$ cat config.mk
export PLATFORM = sky130hd
export DESIGN_NAME = addrgen_top
export DESIGN_NICKNAME = d
export VERILOG_FILES = /design/src/addrgen_pkg.sv /design/src/vreq_frontend.sv /design/src/burst_splitter.sv /design/src/stride_stepper.sv /design/src/ax_issue.sv /design/src/addrgen_top.sv
export SDC_FILE = /design/constraint.sdc
export NUM_CORES = 1
export LEC_CHECK = 0
export BUFFER_PORTS_ARGS = -buffer_cell sky130_fd_sc_hd__buf_2
export CAP_MARGIN = 40
export CORE_UTILIZATION = 40
export DETAILED_ROUTE_END_ITERATION = 8
export REMOVE_ABC_BUFFERS = 1
export SETUP_SLACK_MARGIN = 0.02
export SLEW_MARGIN = 30
export SYNTH_ARGS = -nofsm -noshare
export SYNTH_HDL_FRONTEND = slang
export SYNTH_SLANG_ARGS = --single-unit
export TNS_END_PERCENT = 10
$ cat constraint.sdc
create_clock -name clk_i -period 9 [get_ports clk_i]
set_input_delay 1.8 -clock clk_i [delete_from_list [all_inputs] [get_ports clk_i]]
set_output_delay 1.8 -clock clk_i [all_outputs]
set_load 0.05 [all_outputs]
$ cat src/addrgen_pkg.sv
// Vector load/store address generator, shared definitions
// Address, length, stride and element-width types plus the
// AXI burst and page limits used by the burst engine
package addrgen_pkg;

  ////////////////////////////////////////////////////////////
  // Widths
  ////////////////////////////////////////////////////////////

  // Byte address bus
  localparam int unsigned AddrWidth = 32;

  typedef logic [AddrWidth-1:0] addr_t;
  // Element count of one vector request
  typedef logic [15:0]          vlen_t;
  // Byte stride between strided elements
  typedef logic [31:0]          stride_t;
  // Element width code, 0 = 8-bit up to 3 = 64-bit
  typedef logic [1:0]           ew_t;

  ////////////////////////////////////////////////////////////
  // AXI address channel fields and limits
  ////////////////////////////////////////////////////////////

  // AxLEN holds beats minus one
  typedef logic [7:0] axlen_t;
  // AxSIZE holds log2 of bytes per beat
  typedef logic [2:0] axsize_t;

  // Longest INCR burst
  localparam int unsigned MaxBurstBeats = 256;
  // Bursts must stay inside a 4 KiB page
  localparam int unsigned PageBits      = 12;

endpackage

$ cat src/vreq_frontend.sv
// Request front end of the address generator
// Accepts one vector memory request, checks the base address
// against the element size and starts either the burst engine
// or the stride engine, then acknowledges when it finishes
`timescale 1ns/1ps

module vreq_frontend (
  input  logic                 clk_i,
  input  logic                 rst_ni,
  // Request handshake
  input  logic                 req_valid_i,
  output logic                 req_ready_o,
  input  addrgen_pkg::addr_t   req_addr_i,
  input  addrgen_pkg::vlen_t   req_len_i,
  input  addrgen_pkg::ew_t     req_ew_i,
  input  addrgen_pkg::stride_t req_stride_i,
  input  logic                 req_is_load_i,
  input  logic                 req_unit_stride_i,
  // Completion pulses
  output logic                 ack_o,
  output logic                 error_o,
  // Engine control
  output logic                 bs_start_o,
  output logic                 ss_start_o,
  input  logic                 bs_done_i,
  input  logic                 ss_done_i,
  // Registered job
  output addrgen_pkg::addr_t   job_addr_o,
  output addrgen_pkg::vlen_t   job_len_o,
  output addrgen_pkg::ew_t     job_ew_o,
  output addrgen_pkg::stride_t job_stride_o,
  output logic                 job_is_load_o
);

  typedef enum logic [1:0] {IDLE, CHECK, BUSY} state_e;

  state_e             state_q, state_d;
  logic               unit_stride_q;
  logic               done_ack_q;
  addrgen_pkg::addr_t elem_mask;
  logic               misaligned;

  assign req_ready_o = (state_q == IDLE);

  // Bits below the element size must all be zero
  assign elem_mask  = (addrgen_pkg::addr_t'(1) << job_ew_o) - addrgen_pkg::addr_t'(1);
  assign misaligned = |(job_addr_o & elem_mask);

  // Latch the request on acceptance
  always_ff @(posedge clk_i) begin
    if (req_valid_i && req_ready_o) begin
      job_addr_o    <= req_addr_i;
      job_len_o     <= req_len_i;
      job_ew_o      <= req_ew_i;
      job_stride_o  <= req_stride_i;
      job_is_load_o <= req_is_load_i;
      unit_stride_q <= req_unit_stride_i;
    end
  end

  always_comb begin
    state_d    = state_q;
    bs_start_o = 1'b0;
    ss_start_o = 1'b0;
    error_o    = 1'b0;
    case (state_q)
      IDLE: begin
        if (req_valid_i) state_d = CHECK;
      end
      CHECK: begin
        if (misaligned) begin
          // Misaligned base, report at once and drop the job
          error_o = 1'b1;
          state_d = IDLE;
        end else begin
          bs_start_o = unit_stride_q;
          ss_start_o = !unit_stride_q;
          state_d    = BUSY;
        end
      end
      BUSY: begin
        if (bs_done_i || ss_done_i) state_d = IDLE;
      end
      default: state_d = IDLE;
    endcase
  end

  // Error ack comes straight from CHECK, normal ack one cycle after done
  assign ack_o = error_o | done_ack_q;

  always_ff @(posedge clk_i or negedge rst_ni) begin
    if (!rst_ni) begin
      state_q    <= IDLE;
      done_ack_q <= 1'b0;
    end else begin
      state_q    <= state_d;
      done_ack_q <= (state_q == BUSY) && (bs_done_i || ss_done_i);
    end
  end

  // Only one engine runs per job
  a_single_done: assert property (@(posedge clk_i) disable iff (!rst_ni)
    !(bs_done_i && ss_done_i));

endmodule

$ cat src/burst_splitter.sv
// Unit-stride burst engine
// Cuts a contiguous request into AXI INCR bursts of at most
// 256 bus words that never cross a 4 KiB page; each burst is
// planned in its own cycle and then held until granted
`timescale 1ns/1ps

module burst_splitter #(
  parameter int unsigned DataWidth = 64
) (
  input  logic                 clk_i,
  input  logic                 rst_ni,
  input  logic                 start_i,
  input  addrgen_pkg::addr_t   addr_i,
  input  addrgen_pkg::vlen_t   len_i,
  input  addrgen_pkg::ew_t     ew_i,
  output logic                 beat_valid_o,
  output addrgen_pkg::addr_t   beat_addr_o,
  output addrgen_pkg::axlen_t  beat_len_o,
  output addrgen_pkg::axsize_t beat_size_o,
  input  logic                 grant_i,
  output logic                 done_o
);

  // Bus word size in bytes and its log2
  localparam int unsigned BusBytes = DataWidth / 8;
  localparam int unsigned BusLog   = $clog2(BusBytes);
  // Byte offset bits inside one bus word
  localparam addrgen_pkg::addr_t WordMask = addrgen_pkg::addr_t'(BusBytes - 1);

  typedef enum logic [1:0] {IDLE, PLAN, ISSUE} state_e;

  state_e               state_q, state_d;
  addrgen_pkg::addr_t   cur_addr_q;
  addrgen_pkg::addr_t   end_q;
  addrgen_pkg::vlen_t   rem_q;
  addrgen_pkg::ew_t     ew_q;
  addrgen_pkg::axlen_t  len_q;

  // Burst planning terms
  addrgen_pkg::addr_t   start_aligned;
  addrgen_pkg::addr_t   rem_bytes;
  addrgen_pkg::addr_t   end_data;
  addrgen_pkg::addr_t   end_max;
  addrgen_pkg::addr_t   end_page;
  addrgen_pkg::addr_t   end_plan;
  // Element accounting for the burst on the bus
  addrgen_pkg::addr_t   consumed;
  addrgen_pkg::vlen_t   rem_next;
  logic                 last_burst;
  addrgen_pkg::addr_t   burst_last;

  ////////////////////////////////////////////////////////////
  // Burst rule
  ////////////////////////////////////////////////////////////

  assign start_aligned = cur_addr_q & ~WordMask;
  assign rem_bytes     = addrgen_pkg::addr_t'(rem_q) << ew_q;

  // Last data byte rounded up to the end of its bus word
  assign end_data = (cur_addr_q + rem_bytes - 1) | WordMask;
  // Burst length limit
  assign end_max  = start_aligned + addrgen_pkg::addr_t'(addrgen_pkg::MaxBurstBeats * BusBytes) - 1;
  // Last byte of the current page
  assign end_page = cur_addr_q | addrgen_pkg::addr_t'((1 << addrgen_pkg::PageBits) - 1);

  // Smallest of the three limits
  always_comb begin
    end_plan = end_data;
    if (end_max < end_plan)  end_plan = end_max;
    if (end_page < end_plan) end_plan = end_page;
  end

  // Elements covered by the planned burst with the remainder saturating at zero
  assign consumed   = (end_q - cur_addr_q + 1) >> ew_q;
  assign rem_next   = (addrgen_pkg::addr_t'(rem_q) > consumed) ?
                      rem_q - addrgen_pkg::vlen_t'(consumed) : '0;
  assign last_burst = (rem_next == '0);

  ////////////////////////////////////////////////////////////
  // Control
  ////////////////////////////////////////////////////////////

  always_comb begin
    state_d = state_q;
    case (state_q)
      IDLE:    if (start_i) state_d = PLAN;
      PLAN:    state_d = ISSUE;
      ISSUE:   if (grant_i) state_d = last_burst ? IDLE : PLAN;
      default: state_d = IDLE;
    endcase
  end

  always_ff @(posedge clk_i or negedge rst_ni) begin
    if (!rst_ni) begin
      state_q <= IDLE;
    end else begin
      state_q <= state_d;
    end
  end

  always_ff @(posedge clk_i) begin
    if (start_i) begin
      cur_addr_q <= addr_i;
      rem_q      <= len_i;
      ew_q       <= ew_i;
    end else if (state_q == ISSUE && grant_i) begin
      // Next burst starts right after this one
      cur_addr_q <= end_q + 1;
      rem_q      <= rem_next;
    end
    if (state_q == PLAN) begin
      end_q <= end_plan;
      // Beats minus one
      len_q <= addrgen_pkg::axlen_t'((end_plan - start_aligned) >> BusLog);
    end
  end

  assign beat_valid_o = (state_q == ISSUE);
  assign beat_addr_o  = cur_addr_q;
  assign beat_len_o   = len_q;
  assign beat_size_o  = addrgen_pkg::axsize_t'(BusLog);
  assign done_o       = (state_q == ISSUE) && grant_i && last_burst;

  // Last byte implied by address, AxLEN and AxSIZE
  assign burst_last = start_aligned + ((addrgen_pkg::addr_t'(len_q) + 1) << BusLog) - 1;

  a_no_page_cross: assert property (@(posedge clk_i) disable iff (!rst_ni)
    beat_valid_o |-> beat_addr_o[addrgen_pkg::AddrWidth-1:addrgen_pkg::PageBits] ==
                     burst_last[addrgen_pkg::AddrWidth-1:addrgen_pkg::PageBits]);

endmodule

$ cat src/stride_stepper.sv
// Strided access engine
// Emits one single-beat request per element, stepping the
// address by the byte stride on every grant
`timescale 1ns/1ps

module stride_stepper (
  input  logic                 clk_i,
  input  logic                 rst_ni,
  input  logic                 start_i,
  input  addrgen_pkg::addr_t   addr_i,
  input  addrgen_pkg::vlen_t   len_i,
  input  addrgen_pkg::ew_t     ew_i,
  input  addrgen_pkg::stride_t stride_i,
  output logic                 beat_valid_o,
  output addrgen_pkg::addr_t   beat_addr_o,
  output addrgen_pkg::axlen_t  beat_len_o,
  output addrgen_pkg::axsize_t beat_size_o,
  input  logic                 grant_i,
  output logic                 done_o
);

  logic                 busy_q;
  addrgen_pkg::addr_t   addr_q;
  addrgen_pkg::vlen_t   cnt_q;
  addrgen_pkg::ew_t     ew_q;
  addrgen_pkg::stride_t stride_q;

  // Last element leaves with this grant
  assign done_o = busy_q && grant_i && (cnt_q == addrgen_pkg::vlen_t'(1));

  always_ff @(posedge clk_i or negedge rst_ni) begin
    if (!rst_ni) begin
      busy_q <= 1'b0;
    end else if (start_i) begin
      busy_q <= 1'b1;
    end else if (done_o) begin
      busy_q <= 1'b0;
    end
  end

  // Address and count step together so a grant can come every cycle
  always_ff @(posedge clk_i) begin
    if (start_i) begin
      addr_q   <= addr_i;
      cnt_q    <= len_i;
      ew_q     <= ew_i;
      stride_q <= stride_i;
    end else if (busy_q && grant_i) begin
      addr_q <= addr_q + addrgen_pkg::addr_t'(stride_q);
      cnt_q  <= cnt_q - 1'b1;
    end
  end

  // One element per beat, beat size is the element size
  assign beat_valid_o = busy_q;
  assign beat_addr_o  = addr_q;
  assign beat_len_o   = '0;
  assign beat_size_o  = addrgen_pkg::axsize_t'(ew_q);

endmodule

$ cat src/ax_issue.sv
// Address channel issue stage
// Steers the active engine's beat onto AR or AW, mirrors every
// accepted beat as a command to the load/store units and keeps
// the command credits; a change of direction waits for all
// outstanding commands to drain
`timescale 1ns/1ps

module ax_issue #(
  parameter int unsigned QueueDepth = 4
) (
  input  logic                 clk_i,
  input  logic                 rst_ni,
  // Burst engine
  input  logic                 bs_valid_i,
  input  addrgen_pkg::addr_t   bs_addr_i,
  input  addrgen_pkg::axlen_t  bs_len_i,
  input  addrgen_pkg::axsize_t bs_size_i,
  output logic                 bs_grant_o,
  // Stride engine
  input  logic                 ss_valid_i,
  input  addrgen_pkg::addr_t   ss_addr_i,
  input  addrgen_pkg::axlen_t  ss_len_i,
  input  addrgen_pkg::axsize_t ss_size_i,
  output logic                 ss_grant_o,
  input  logic                 is_load_i,
  // AXI read address
  output logic                 ar_valid_o,
  input  logic                 ar_ready_i,
  output addrgen_pkg::addr_t   ar_addr_o,
  output addrgen_pkg::axlen_t  ar_len_o,
  output addrgen_pkg::axsize_t ar_size_o,
  // AXI write address
  output logic                 aw_valid_o,
  input  logic                 aw_ready_i,
  output addrgen_pkg::addr_t   aw_addr_o,
  output addrgen_pkg::axlen_t  aw_len_o,
  output addrgen_pkg::axsize_t aw_size_o,
  // Load/store unit commands
  output logic                 cmd_valid_o,
  output addrgen_pkg::addr_t   cmd_addr_o,
  output addrgen_pkg::axlen_t  cmd_len_o,
  output addrgen_pkg::axsize_t cmd_size_o,
  output logic                 cmd_is_load_o,
  input  logic                 cmd_credit_i
);

  localparam int unsigned CntWidth = $clog2(QueueDepth + 1);

  logic [CntWidth-1:0]  credit_q, credit_d;
  logic                 dir_is_load_q;
  logic                 sel_valid;
  addrgen_pkg::addr_t   sel_addr;
  addrgen_pkg::axlen_t  sel_len;
  addrgen_pkg::axsize_t sel_size;
  logic                 all_back;
  logic                 may_issue;
  logic                 send;

  // At most one engine is active, pick its beat
  assign sel_valid = bs_valid_i | ss_valid_i;
  assign sel_addr  = bs_valid_i ? bs_addr_i : ss_addr_i;
  assign sel_len   = bs_valid_i ? bs_len_i : ss_len_i;
  assign sel_size  = bs_valid_i ? bs_size_i : ss_size_i;

  // Needs a credit, and same direction unless everything returned
  assign all_back  = (credit_q == CntWidth'(QueueDepth));
  assign may_issue = (credit_q != '0) && (all_back || (dir_is_load_q == is_load_i));

  ////////////////////////////////////////////////////////////
  // Channel steering
  ////////////////////////////////////////////////////////////

  assign ar_valid_o = sel_valid && is_load_i && may_issue;
  assign ar_addr_o  = sel_addr;
  assign ar_len_o   = sel_len;
  assign ar_size_o  = sel_size;

  assign aw_valid_o = sel_valid && !is_load_i && may_issue;
  assign aw_addr_o  = sel_addr;
  assign aw_len_o   = sel_len;
  assign aw_size_o  = sel_size;

  assign send = (ar_valid_o && ar_ready_i) || (aw_valid_o && aw_ready_i);

  // Grant and command go out with the channel handshake
  assign bs_grant_o    = send && bs_valid_i;
  assign ss_grant_o    = send && !bs_valid_i;
  assign cmd_valid_o   = send;
  assign cmd_addr_o    = sel_addr;
  assign cmd_len_o     = sel_len;
  assign cmd_size_o    = sel_size;
  assign cmd_is_load_o = is_load_i;

  ////////////////////////////////////////////////////////////
  // Credits and direction
  ////////////////////////////////////////////////////////////

  always_comb begin
    credit_d = credit_q;
    if (cmd_credit_i && !send) begin
      credit_d = credit_q + 1'b1;
    end else if (send && !cmd_credit_i) begin
      credit_d = credit_q - 1'b1;
    end
  end

  always_ff @(posedge clk_i or negedge rst_ni) begin
    if (!rst_ni) begin
      credit_q      <= CntWidth'(QueueDepth);
      dir_is_load_q <= 1'b1;
    end else begin
      credit_q <= credit_d;
      if (send) dir_is_load_q <= is_load_i;
    end
  end

  // Units never return more credits than were spent
  a_credit_bound: assert property (@(posedge clk_i) disable iff (!rst_ni)
    credit_q <= CntWidth'(QueueDepth));

  a_one_engine: assert property (@(posedge clk_i) disable iff (!rst_ni)
    !(bs_valid_i && ss_valid_i));

endmodule

$ cat src/addrgen_top.sv
// Vector load/store address generator, top level
// Front end feeds a burst engine and a stride engine side by
// side; the issue stage merges their beats onto AR/AW and the
// load/store command port
`timescale 1ns/1ps

module addrgen_top #(
  parameter int unsigned DataWidth  = 64,
  parameter int unsigned QueueDepth = 4
) (
  input  logic                 clk_i,
  input  logic                 rst_ni,
  input  logic                 req_valid_i,
  output logic                 req_ready_o,
  input  addrgen_pkg::addr_t   req_addr_i,
  input  addrgen_pkg::vlen_t   req_len_i,
  input  addrgen_pkg::ew_t     req_ew_i,
  input  addrgen_pkg::stride_t req_stride_i,
  input  logic                 req_is_load_i,
  input  logic                 req_unit_stride_i,
  output logic                 ack_o,
  output logic                 error_o,
  output logic                 ar_valid_o,
  input  logic                 ar_ready_i,
  output addrgen_pkg::addr_t   ar_addr_o,
  output addrgen_pkg::axlen_t  ar_len_o,
  output addrgen_pkg::axsize_t ar_size_o,
  output logic                 aw_valid_o,
  input  logic                 aw_ready_i,
  output addrgen_pkg::addr_t   aw_addr_o,
  output addrgen_pkg::axlen_t  aw_len_o,
  output addrgen_pkg::axsize_t aw_size_o,
  output logic                 cmd_valid_o,
  output addrgen_pkg::addr_t   cmd_addr_o,
  output addrgen_pkg::axlen_t  cmd_len_o,
  output addrgen_pkg::axsize_t cmd_size_o,
  output logic                 cmd_is_load_o,
  input  logic                 cmd_credit_i
);

  // Job from the front end
  addrgen_pkg::addr_t   job_addr;
  addrgen_pkg::vlen_t   job_len;
  addrgen_pkg::ew_t     job_ew;
  addrgen_pkg::stride_t job_stride;
  logic                 job_is_load;
  logic                 bs_start, ss_start, bs_done, ss_done;
  // Engine beats
  logic                 bs_valid, ss_valid, bs_grant, ss_grant;
  addrgen_pkg::addr_t   bs_addr, ss_addr;
  addrgen_pkg::axlen_t  bs_len, ss_len;
  addrgen_pkg::axsize_t bs_size, ss_size;

  vreq_frontend u_frontend (
    .clk_i, .rst_ni,
    .req_valid_i, .req_ready_o, .req_addr_i, .req_len_i, .req_ew_i,
    .req_stride_i, .req_is_load_i, .req_unit_stride_i,
    .ack_o, .error_o,
    .bs_start_o   (bs_start),
    .ss_start_o   (ss_start),
    .bs_done_i    (bs_done),
    .ss_done_i    (ss_done),
    .job_addr_o   (job_addr),
    .job_len_o    (job_len),
    .job_ew_o     (job_ew),
    .job_stride_o (job_stride),
    .job_is_load_o(job_is_load)
  );

  burst_splitter #(
    .DataWidth(DataWidth)
  ) u_burst (
    .clk_i, .rst_ni,
    .start_i     (bs_start),
    .addr_i      (job_addr),
    .len_i       (job_len),
    .ew_i        (job_ew),
    .beat_valid_o(bs_valid),
    .beat_addr_o (bs_addr),
    .beat_len_o  (bs_len),
    .beat_size_o (bs_size),
    .grant_i     (bs_grant),
    .done_o      (bs_done)
  );

  stride_stepper u_stride (
    .clk_i, .rst_ni,
    .start_i     (ss_start),
    .addr_i      (job_addr),
    .len_i       (job_len),
    .ew_i        (job_ew),
    .stride_i    (job_stride),
    .beat_valid_o(ss_valid),
    .beat_addr_o (ss_addr),
    .beat_len_o  (ss_len),
    .beat_size_o (ss_size),
    .grant_i     (ss_grant),
    .done_o      (ss_done)
  );

  ax_issue #(
    .QueueDepth(QueueDepth)
  ) u_issue (
    .clk_i, .rst_ni,
    .bs_valid_i(bs_valid), .bs_addr_i(bs_addr), .bs_len_i(bs_len),
    .bs_size_i (bs_size),  .bs_grant_o(bs_grant),
    .ss_valid_i(ss_valid), .ss_addr_i(ss_addr), .ss_len_i(ss_len),
    .ss_size_i (ss_size),  .ss_grant_o(ss_grant),
    .is_load_i (job_is_load),
    .ar_valid_o, .ar_ready_i, .ar_addr_o, .ar_len_o, .ar_size_o,
    .aw_valid_o, .aw_ready_i, .aw_addr_o, .aw_len_o, .aw_size_o,
    .cmd_valid_o, .cmd_addr_o, .cmd_len_o, .cmd_size_o, .cmd_is_load_o,
    .cmd_credit_i
  );

endmodule

== After elaboration in Yosys (flattened, before gate mapping) ==
Index checks and enable logic that the tools add are counted.
Storage, ports and cells
  logic and storage cells: 123
  input port bits: 90
  register bits after elaboration: 266
  output and inout bits: 136
Operators by class
  equality and inequality tests: 11
  magnitude comparators: 3
  reductions and logical operators: 36
  add/sub/neg operators: 14
  muxes and demuxes: 32
  bitwise operators: 3
  shift-type cells: 3
Operators with widths (count)
  32-bit 2-to-1 mux: 7
  32-bit by 1-bit subtractor with 32-bit output (second input constant): 3
  16-bit 2-to-1 mux: 5
  32-bit by 1-bit adder with 32-bit output (second input constant): 2
  32-bit adder: 2
  32-bit < comparator: 2
  32-bit by 12-bit adder with 32-bit output (second input constant): 1
  32-bit AND: 1
  16-bit by 32-bit greater-than comparator with 1-bit output: 1
  32-bit OR reduction: 1
  1-bit by 2-bit << shifter with 32-bit output (first input constant): 1
  16-bit by 2-bit << shifter with 32-bit output: 1
  32-bit by 2-bit right shift with 32-bit output: 1
  32-bit subtractor: 1
  1-bit logical AND: 17
  16-bit by 1-bit equality test with 1-bit output (second input constant): 1
  16-bit logical NOT: 1
  16-bit by 1-bit subtractor with 16-bit output (second input constant): 1
  16-bit subtractor: 1
  2-bit 2-to-1 mux: 6
  2-bit one-hot mux with 3 select lines: 2
  11-bit subtractor: 1
  1-bit 2-to-1 mux: 9
  8-bit 2-to-1 mux: 1
  other kinds (16): 33

== Longest topological paths before layout ==
  word-level depth: 12
  depth in mapped cells: 56
  depth with buffers taken out: 52

== Cells and area by module ==
From an unflattened synthesis, not the netlist that was laid out.
Second synthesis, totals
  cell total of the unflattened synthesis: 2104
  area total of the unflattened synthesis: 20772.4 sq um
Modules (own cells, without submodules)
  burst_splitter: cells each 1332, sequential area each 2662.6 sq um, times used 1, area each 11433.5 sq um
  stride_stepper: cells each 482, sequential area each 2487.4 sq um, times used 1, area each 5043.6 sq um
  vreq_frontend: cells each 122, sequential area each 2597.5 sq um, times used 1, area each 2803.9 sq um
  ax_issue: cells each 168, sequential area each 102.6 sq um, times used 1, area each 1491.4 sq um

== Worst setup path before layout ==
Ideal clock, no wire load.
  kind: reg-to-reg
  start: register u_burst.ew_q[0]
  end: register u_burst.len_q[7], in the netlist u_burst.beat_len_o[7] (data pin)
  path buffers: 5
  required time: 8740 ps
  period minus slack after synthesis: 9951 ps
  stages on the path, launching flop included: 52
  arrival time: 9691 ps
  slack: -951 ps
  setup time: 260 ps
  cell sequence: edfxtp_1 buf_2 buf_1 buf_1 a211oi_1 a21oi_1 inv_1 ha_1 inv_1 ha_1 a221o_1 or3_1 and2_1 o21ai_1 o21ai_1 a31oi_1 nor2_1 a2111oi_0 [16 not listed] nor2b_1 o21ai_0 a21boi_0 o21ai_0 o211ai_1 nor2_1 a21oi_4 buf_2 nand2_1 ha_1 a21oi_1 o21ai_0 a21oi_1 o21bai_1 a21o_1 a21oi_1 xnor2_1 xnor2_1
On the way
  longest elaborated chain between the ends: 8
RTL lines
  from (decl): RTL line burst_splitter.sv:36  | addrgen_pkg::ew_t ew_q;
  from (signal assigned): RTL line burst_splitter.sv:105  | ew_q <= ew_i;
  16-bit by 2-bit << shifter with 32-bit output *: RTL line burst_splitter.sv:57  | assign rem_bytes = addrgen_pkg::addr_t'(rem_q) << ew_q;
  32-bit adder *: RTL line burst_splitter.sv:60  | assign end_data = (cur_addr_q + rem_bytes - 1) | WordMask;
  32-bit by 1-bit subtractor with 32-bit output *: RTL line burst_splitter.sv:60
  32-bit < comparator: RTL line burst_splitter.sv:69  | if (end_max < end_plan) end_plan = end_max;
  32-bit 2-to-1 mux *: RTL line burst_splitter.sv:69
  32-bit < comparator: RTL line burst_splitter.sv:70  | if (end_page < end_plan) end_plan = end_page;
  32-bit 2-to-1 mux *: RTL line burst_splitter.sv:70
  named net u_burst.end_plan[4]: RTL line burst_splitter.sv:45  | addrgen_pkg::addr_t end_plan;
  11-bit subtractor *: RTL line burst_splitter.sv:114  | len_q <= addrgen_pkg::axlen_t'((end_plan - start_aligned) >> BusLog);
  to (signal assigned): RTL line burst_splitter.sv:114
  to (decl): RTL line burst_splitter.sv:37  | addrgen_pkg::axlen_t len_q;
The timed path passes the listed nets; every way through them passes the cells marked *.
A chain may end at the register's enable or synchronous reset.

== Worst setup path after layout ==
  start: register u_burst.ew_q[0]
  end: register u_burst.len_q[6], in the netlist u_burst.beat_len_o[6] (data pin)
On the way
  longest elaborated chain between the ends: 8
RTL lines (RTL line)
  16-bit by 2-bit << shifter with 32-bit output *: burst_splitter.sv:57
  32-bit adder *: burst_splitter.sv:60
  32-bit by 1-bit subtractor with 32-bit output *: burst_splitter.sv:60
  32-bit < comparator: burst_splitter.sv:69
  32-bit 2-to-1 mux *: burst_splitter.sv:69
  32-bit < comparator: burst_splitter.sv:70
  32-bit 2-to-1 mux *: burst_splitter.sv:70
  11-bit subtractor *: burst_splitter.sv:114
Mark *: on every way between the ends. The rest lies on a longest branch, timed or not.

==> run metrics <==
RR Startpoint=u_burst.ew_q[0]$_DFFE_PP_; multiplexer share of the synthesized area=0.03150; setup TNS=0 ns; Internal Power=0.004871 W; Syn. warnings=0; pwr dens=396.2 nW/µm²; initial antenna violation count=1; synthesized flop and latch total=263; hold crit path type=reg -> reg; Clock Latency Late Sink=0.62 ns; area leader, netlist=edfxtp_1; Critical Path Start=u_burst.ew_q[0]$_DFFE_PP_; Critical Path RT=9.36 ns; post-synthesis compound-gate area fraction=0.1550; WL final=55.28 mm; synth top area cells=edfxtp_1, ha_1, o21ai_0; status=complete, no violations; die area=51550 µm²; GRT overflow=0; initial DRC count=approximately 1000; register area share after synthesis=0.3875; row cnt=82; synthesized area=20260 µm²; Synth cell types=86; Syn Area/Cell=9.665 µm²; CP Capture Type=flop; IR drop worst, VDD=roughly 0.34 mV; Layout Utilization=0.4857; CTS buffer count=31; reg2reg setup slack=0.04 ns; P_sw=0.004764 W; worst setup margin=0.03808 ns; Synth Area in Adders=0.1404; number of global-route vias before repair=15850; Root Driver=clkbuf_16; DRC=0; most frequent cell after synthesis=edfxtp_1; simple-gate share of the synthesized area=0.1419; Final min period=8.962 ns; Post-synth top cells=edfxtp_1, ha_1, nand2_1; Place WS=-0.7654 ns; final hold viol count=0; first-pass GRT wire length=between 80 and 90 mm; Die Y=227.0 µm; Logic pwr share=0.657; Lkg Pwr=10.29 nW; ys flop type=edfxtp_1; hpwl dp=42.43 mm; CP max stage delay=0.41 ns; count of final max-slew check failures=0; CTS Hold Bufs=0; overall routing resource usage=0.2119; critical path's slowest cell=o211ai_1; clock power share=0.130; hold-critical path depth=0; area delta synth->final=20.04%; crit path kind=reg -> reg; Critical Path Start Type=flop; Sequential Power Share=0.213; via count=16390; wire per inst=between 15 and 20 µm; sw frac=0.4945; maxcap violations=0; starting density of the core=0.4046; # clock sinks=roughly 260; die extent in x=227.0 µm; Vias/cell=5.299; Worst Path Max Fanout=8; Top cell by count, worst path=buf_4; fmax=0.1116 GHz; H-tree Lvls=1; HP Start=u_frontend.job_stride_o[8]$_DFFE_PP_; CTS tree=done; CP delay by family, top=compound AO/OA/AOI/OAI gates; largest family of logic cells by synthesized area=compound AO/OA/AOI/OAI gates; core area=50070 µm²; EDFF count, synth=253; Port-buffer cells=222; period utilization=0.9958; Worst Reg2Reg Path Length in Cells=51; # IOs=approximately 230; crit path DAT=9.32 ns; Crit Reg-Reg Endpoint=u_burst.beat_len_o[6]$_DFFE_PN_; Post-DRT Antenna Nets=0; Ant. Diodes=0; top cell type's share of synthesized area=0.3750; XOR/XNOR share of the synthesized area=0.07245; RSZ-0062 raised after global routing=true; end of the worst hold path=u_stride.stride_q[8]$_DFFE_PP_; Final Wtd Congestion=0.9232; Post-Syn Instances=2096; max_slew headroom=0.3854; Worst Skew=0.04518 ns; drt first pass iters=5; worst slew pin tran=0.9090 ns; buffers plus inverters on the worst setup path=14; nets=approximately 2700; Bufs on Longest Clock Path=3; Final setup viols=0; ys async rst share=0.03802; largest net degree at the start of global routing=70; CTS clk-pin slew, worst paths=around 0.06 ns; share of post-route cells with drive strength above 1=0.2449
cells by family after synthesis:
| logic type | Yosys count |
|---|---|
| AOI/OAI and AO/OA | 507 |
| xor gates and xnor gates | 165 |
| adders and majority gates | 225 |
| buffers and inverters | 290 |
| DFF | 263 |
| muxes | 50 |
| other | 1 |
| and+or+nand+nor | 595 |
area by class of cell:
| class | instances | area (µm²) |
|---|---|---|
| sequential | 263 | 7850 |
| timing repair buffer | 414 | 2636 |
| multi-input combinational | 1545 | 11460 |
| tap | 672 | 840.8 |
| clock inverter | 15 | 171.4 |
| inverter | 142 | 539.3 |
| fill | 4708 | 25750 |
| clock buffer | 42 | 817.0 |
metal layers:
layer  vias up  track usage  routed length (µm)
met1      7791       0.2932               25680
met4         0      0.05780                1243
met5         -            0                   0
met3        66      0.02530                2692
li1       8115            -                   -
met2       417       0.3490               25670
power by group through the flow:
stage          Sequential [W]  Clock (W)  Combinational [W]
2_1_floorplan         0.00202          0            0.00424
3_3_place_gp          0.00206          0            0.00591
3_5_place_dp          0.00207          0            0.00599
4_1_cts               0.00205    0.00128            0.00615
5_1_grt               0.00208    0.00133            0.00691
6_report              0.00205    0.00125            0.00633
timing repair:
item,CTS,global route
buffers inserted,10,17
resized for setup,50,65
pin swaps,35,54
setup endpoints to repair,19,7
gates cloned,0,1
flip-flops by register name, summed over array words and instances (netlist names), 3 cells and up:
name	cells
u_frontend.job_addr_o	32
u_stride.stride_q	32
u_stride.cnt_q	16
u_burst.end_q	29
u_stride.beat_addr_o	32
u_burst.beat_addr_o	32
u_burst.beat_len_o	8
u_frontend.job_len_o	16
u_burst.rem_q	16
u_issue.credit_q	3
u_frontend.job_stride_o	32
how the worst max path moves through the flow:
stage | to | cells after the start
final | u_burst.beat_len_o[6]$_DFFE_PN_ | 51
after global routing | u_burst.beat_len_o[6]$_DFFE_PN_ | 53
after CTS | u_burst.beat_len_o[7]$_DFFE_PN_ | 52
after detailed placement | u_burst.beat_len_o[7]$_DFFE_PN_ | 48
after global placement | u_burst.beat_len_o[7]$_DFFE_PN_ | 48
after floorplan | u_burst.beat_len_o[7]$_DFFE_PN_ | 44
cells in the final DEF (no fill, tap or decap), drive strengths merged, types with 43 or more instances in the layout:
| master | n |
|---|---|
| a21o | 54 |
| a21oi | 131 |
| buf | 413 |
| clkbuf | 43 |
| edfxtp | 253 |
| ha | 221 |
| inv | 142 |
| nand2 | 210 |
| nand3 | 47 |
| nor2 | 117 |
| o21ai | 187 |
| xnor2 | 91 |
| xor2 | 74 |
stage by stage:
stage / area (µm²) / power, W / cells / hold slack (ns)
final: 24320 / 0.009634 / 3093 / 0.4164
after global routing: 24320 / 0.01032 / 3093 / 0.4212
after CTS: 23840 / 0.009488 / 3075 / 0.4136
after detailed placement: 22600 / 0.008060 / 3008 / 0.4045
after global placement: 22600 / 0.007965 / 3008 / 0.4023
after floorplan: 19360 / 0.006252 / 1950 / 0.4003
Power figures use the tool's default switching activity.
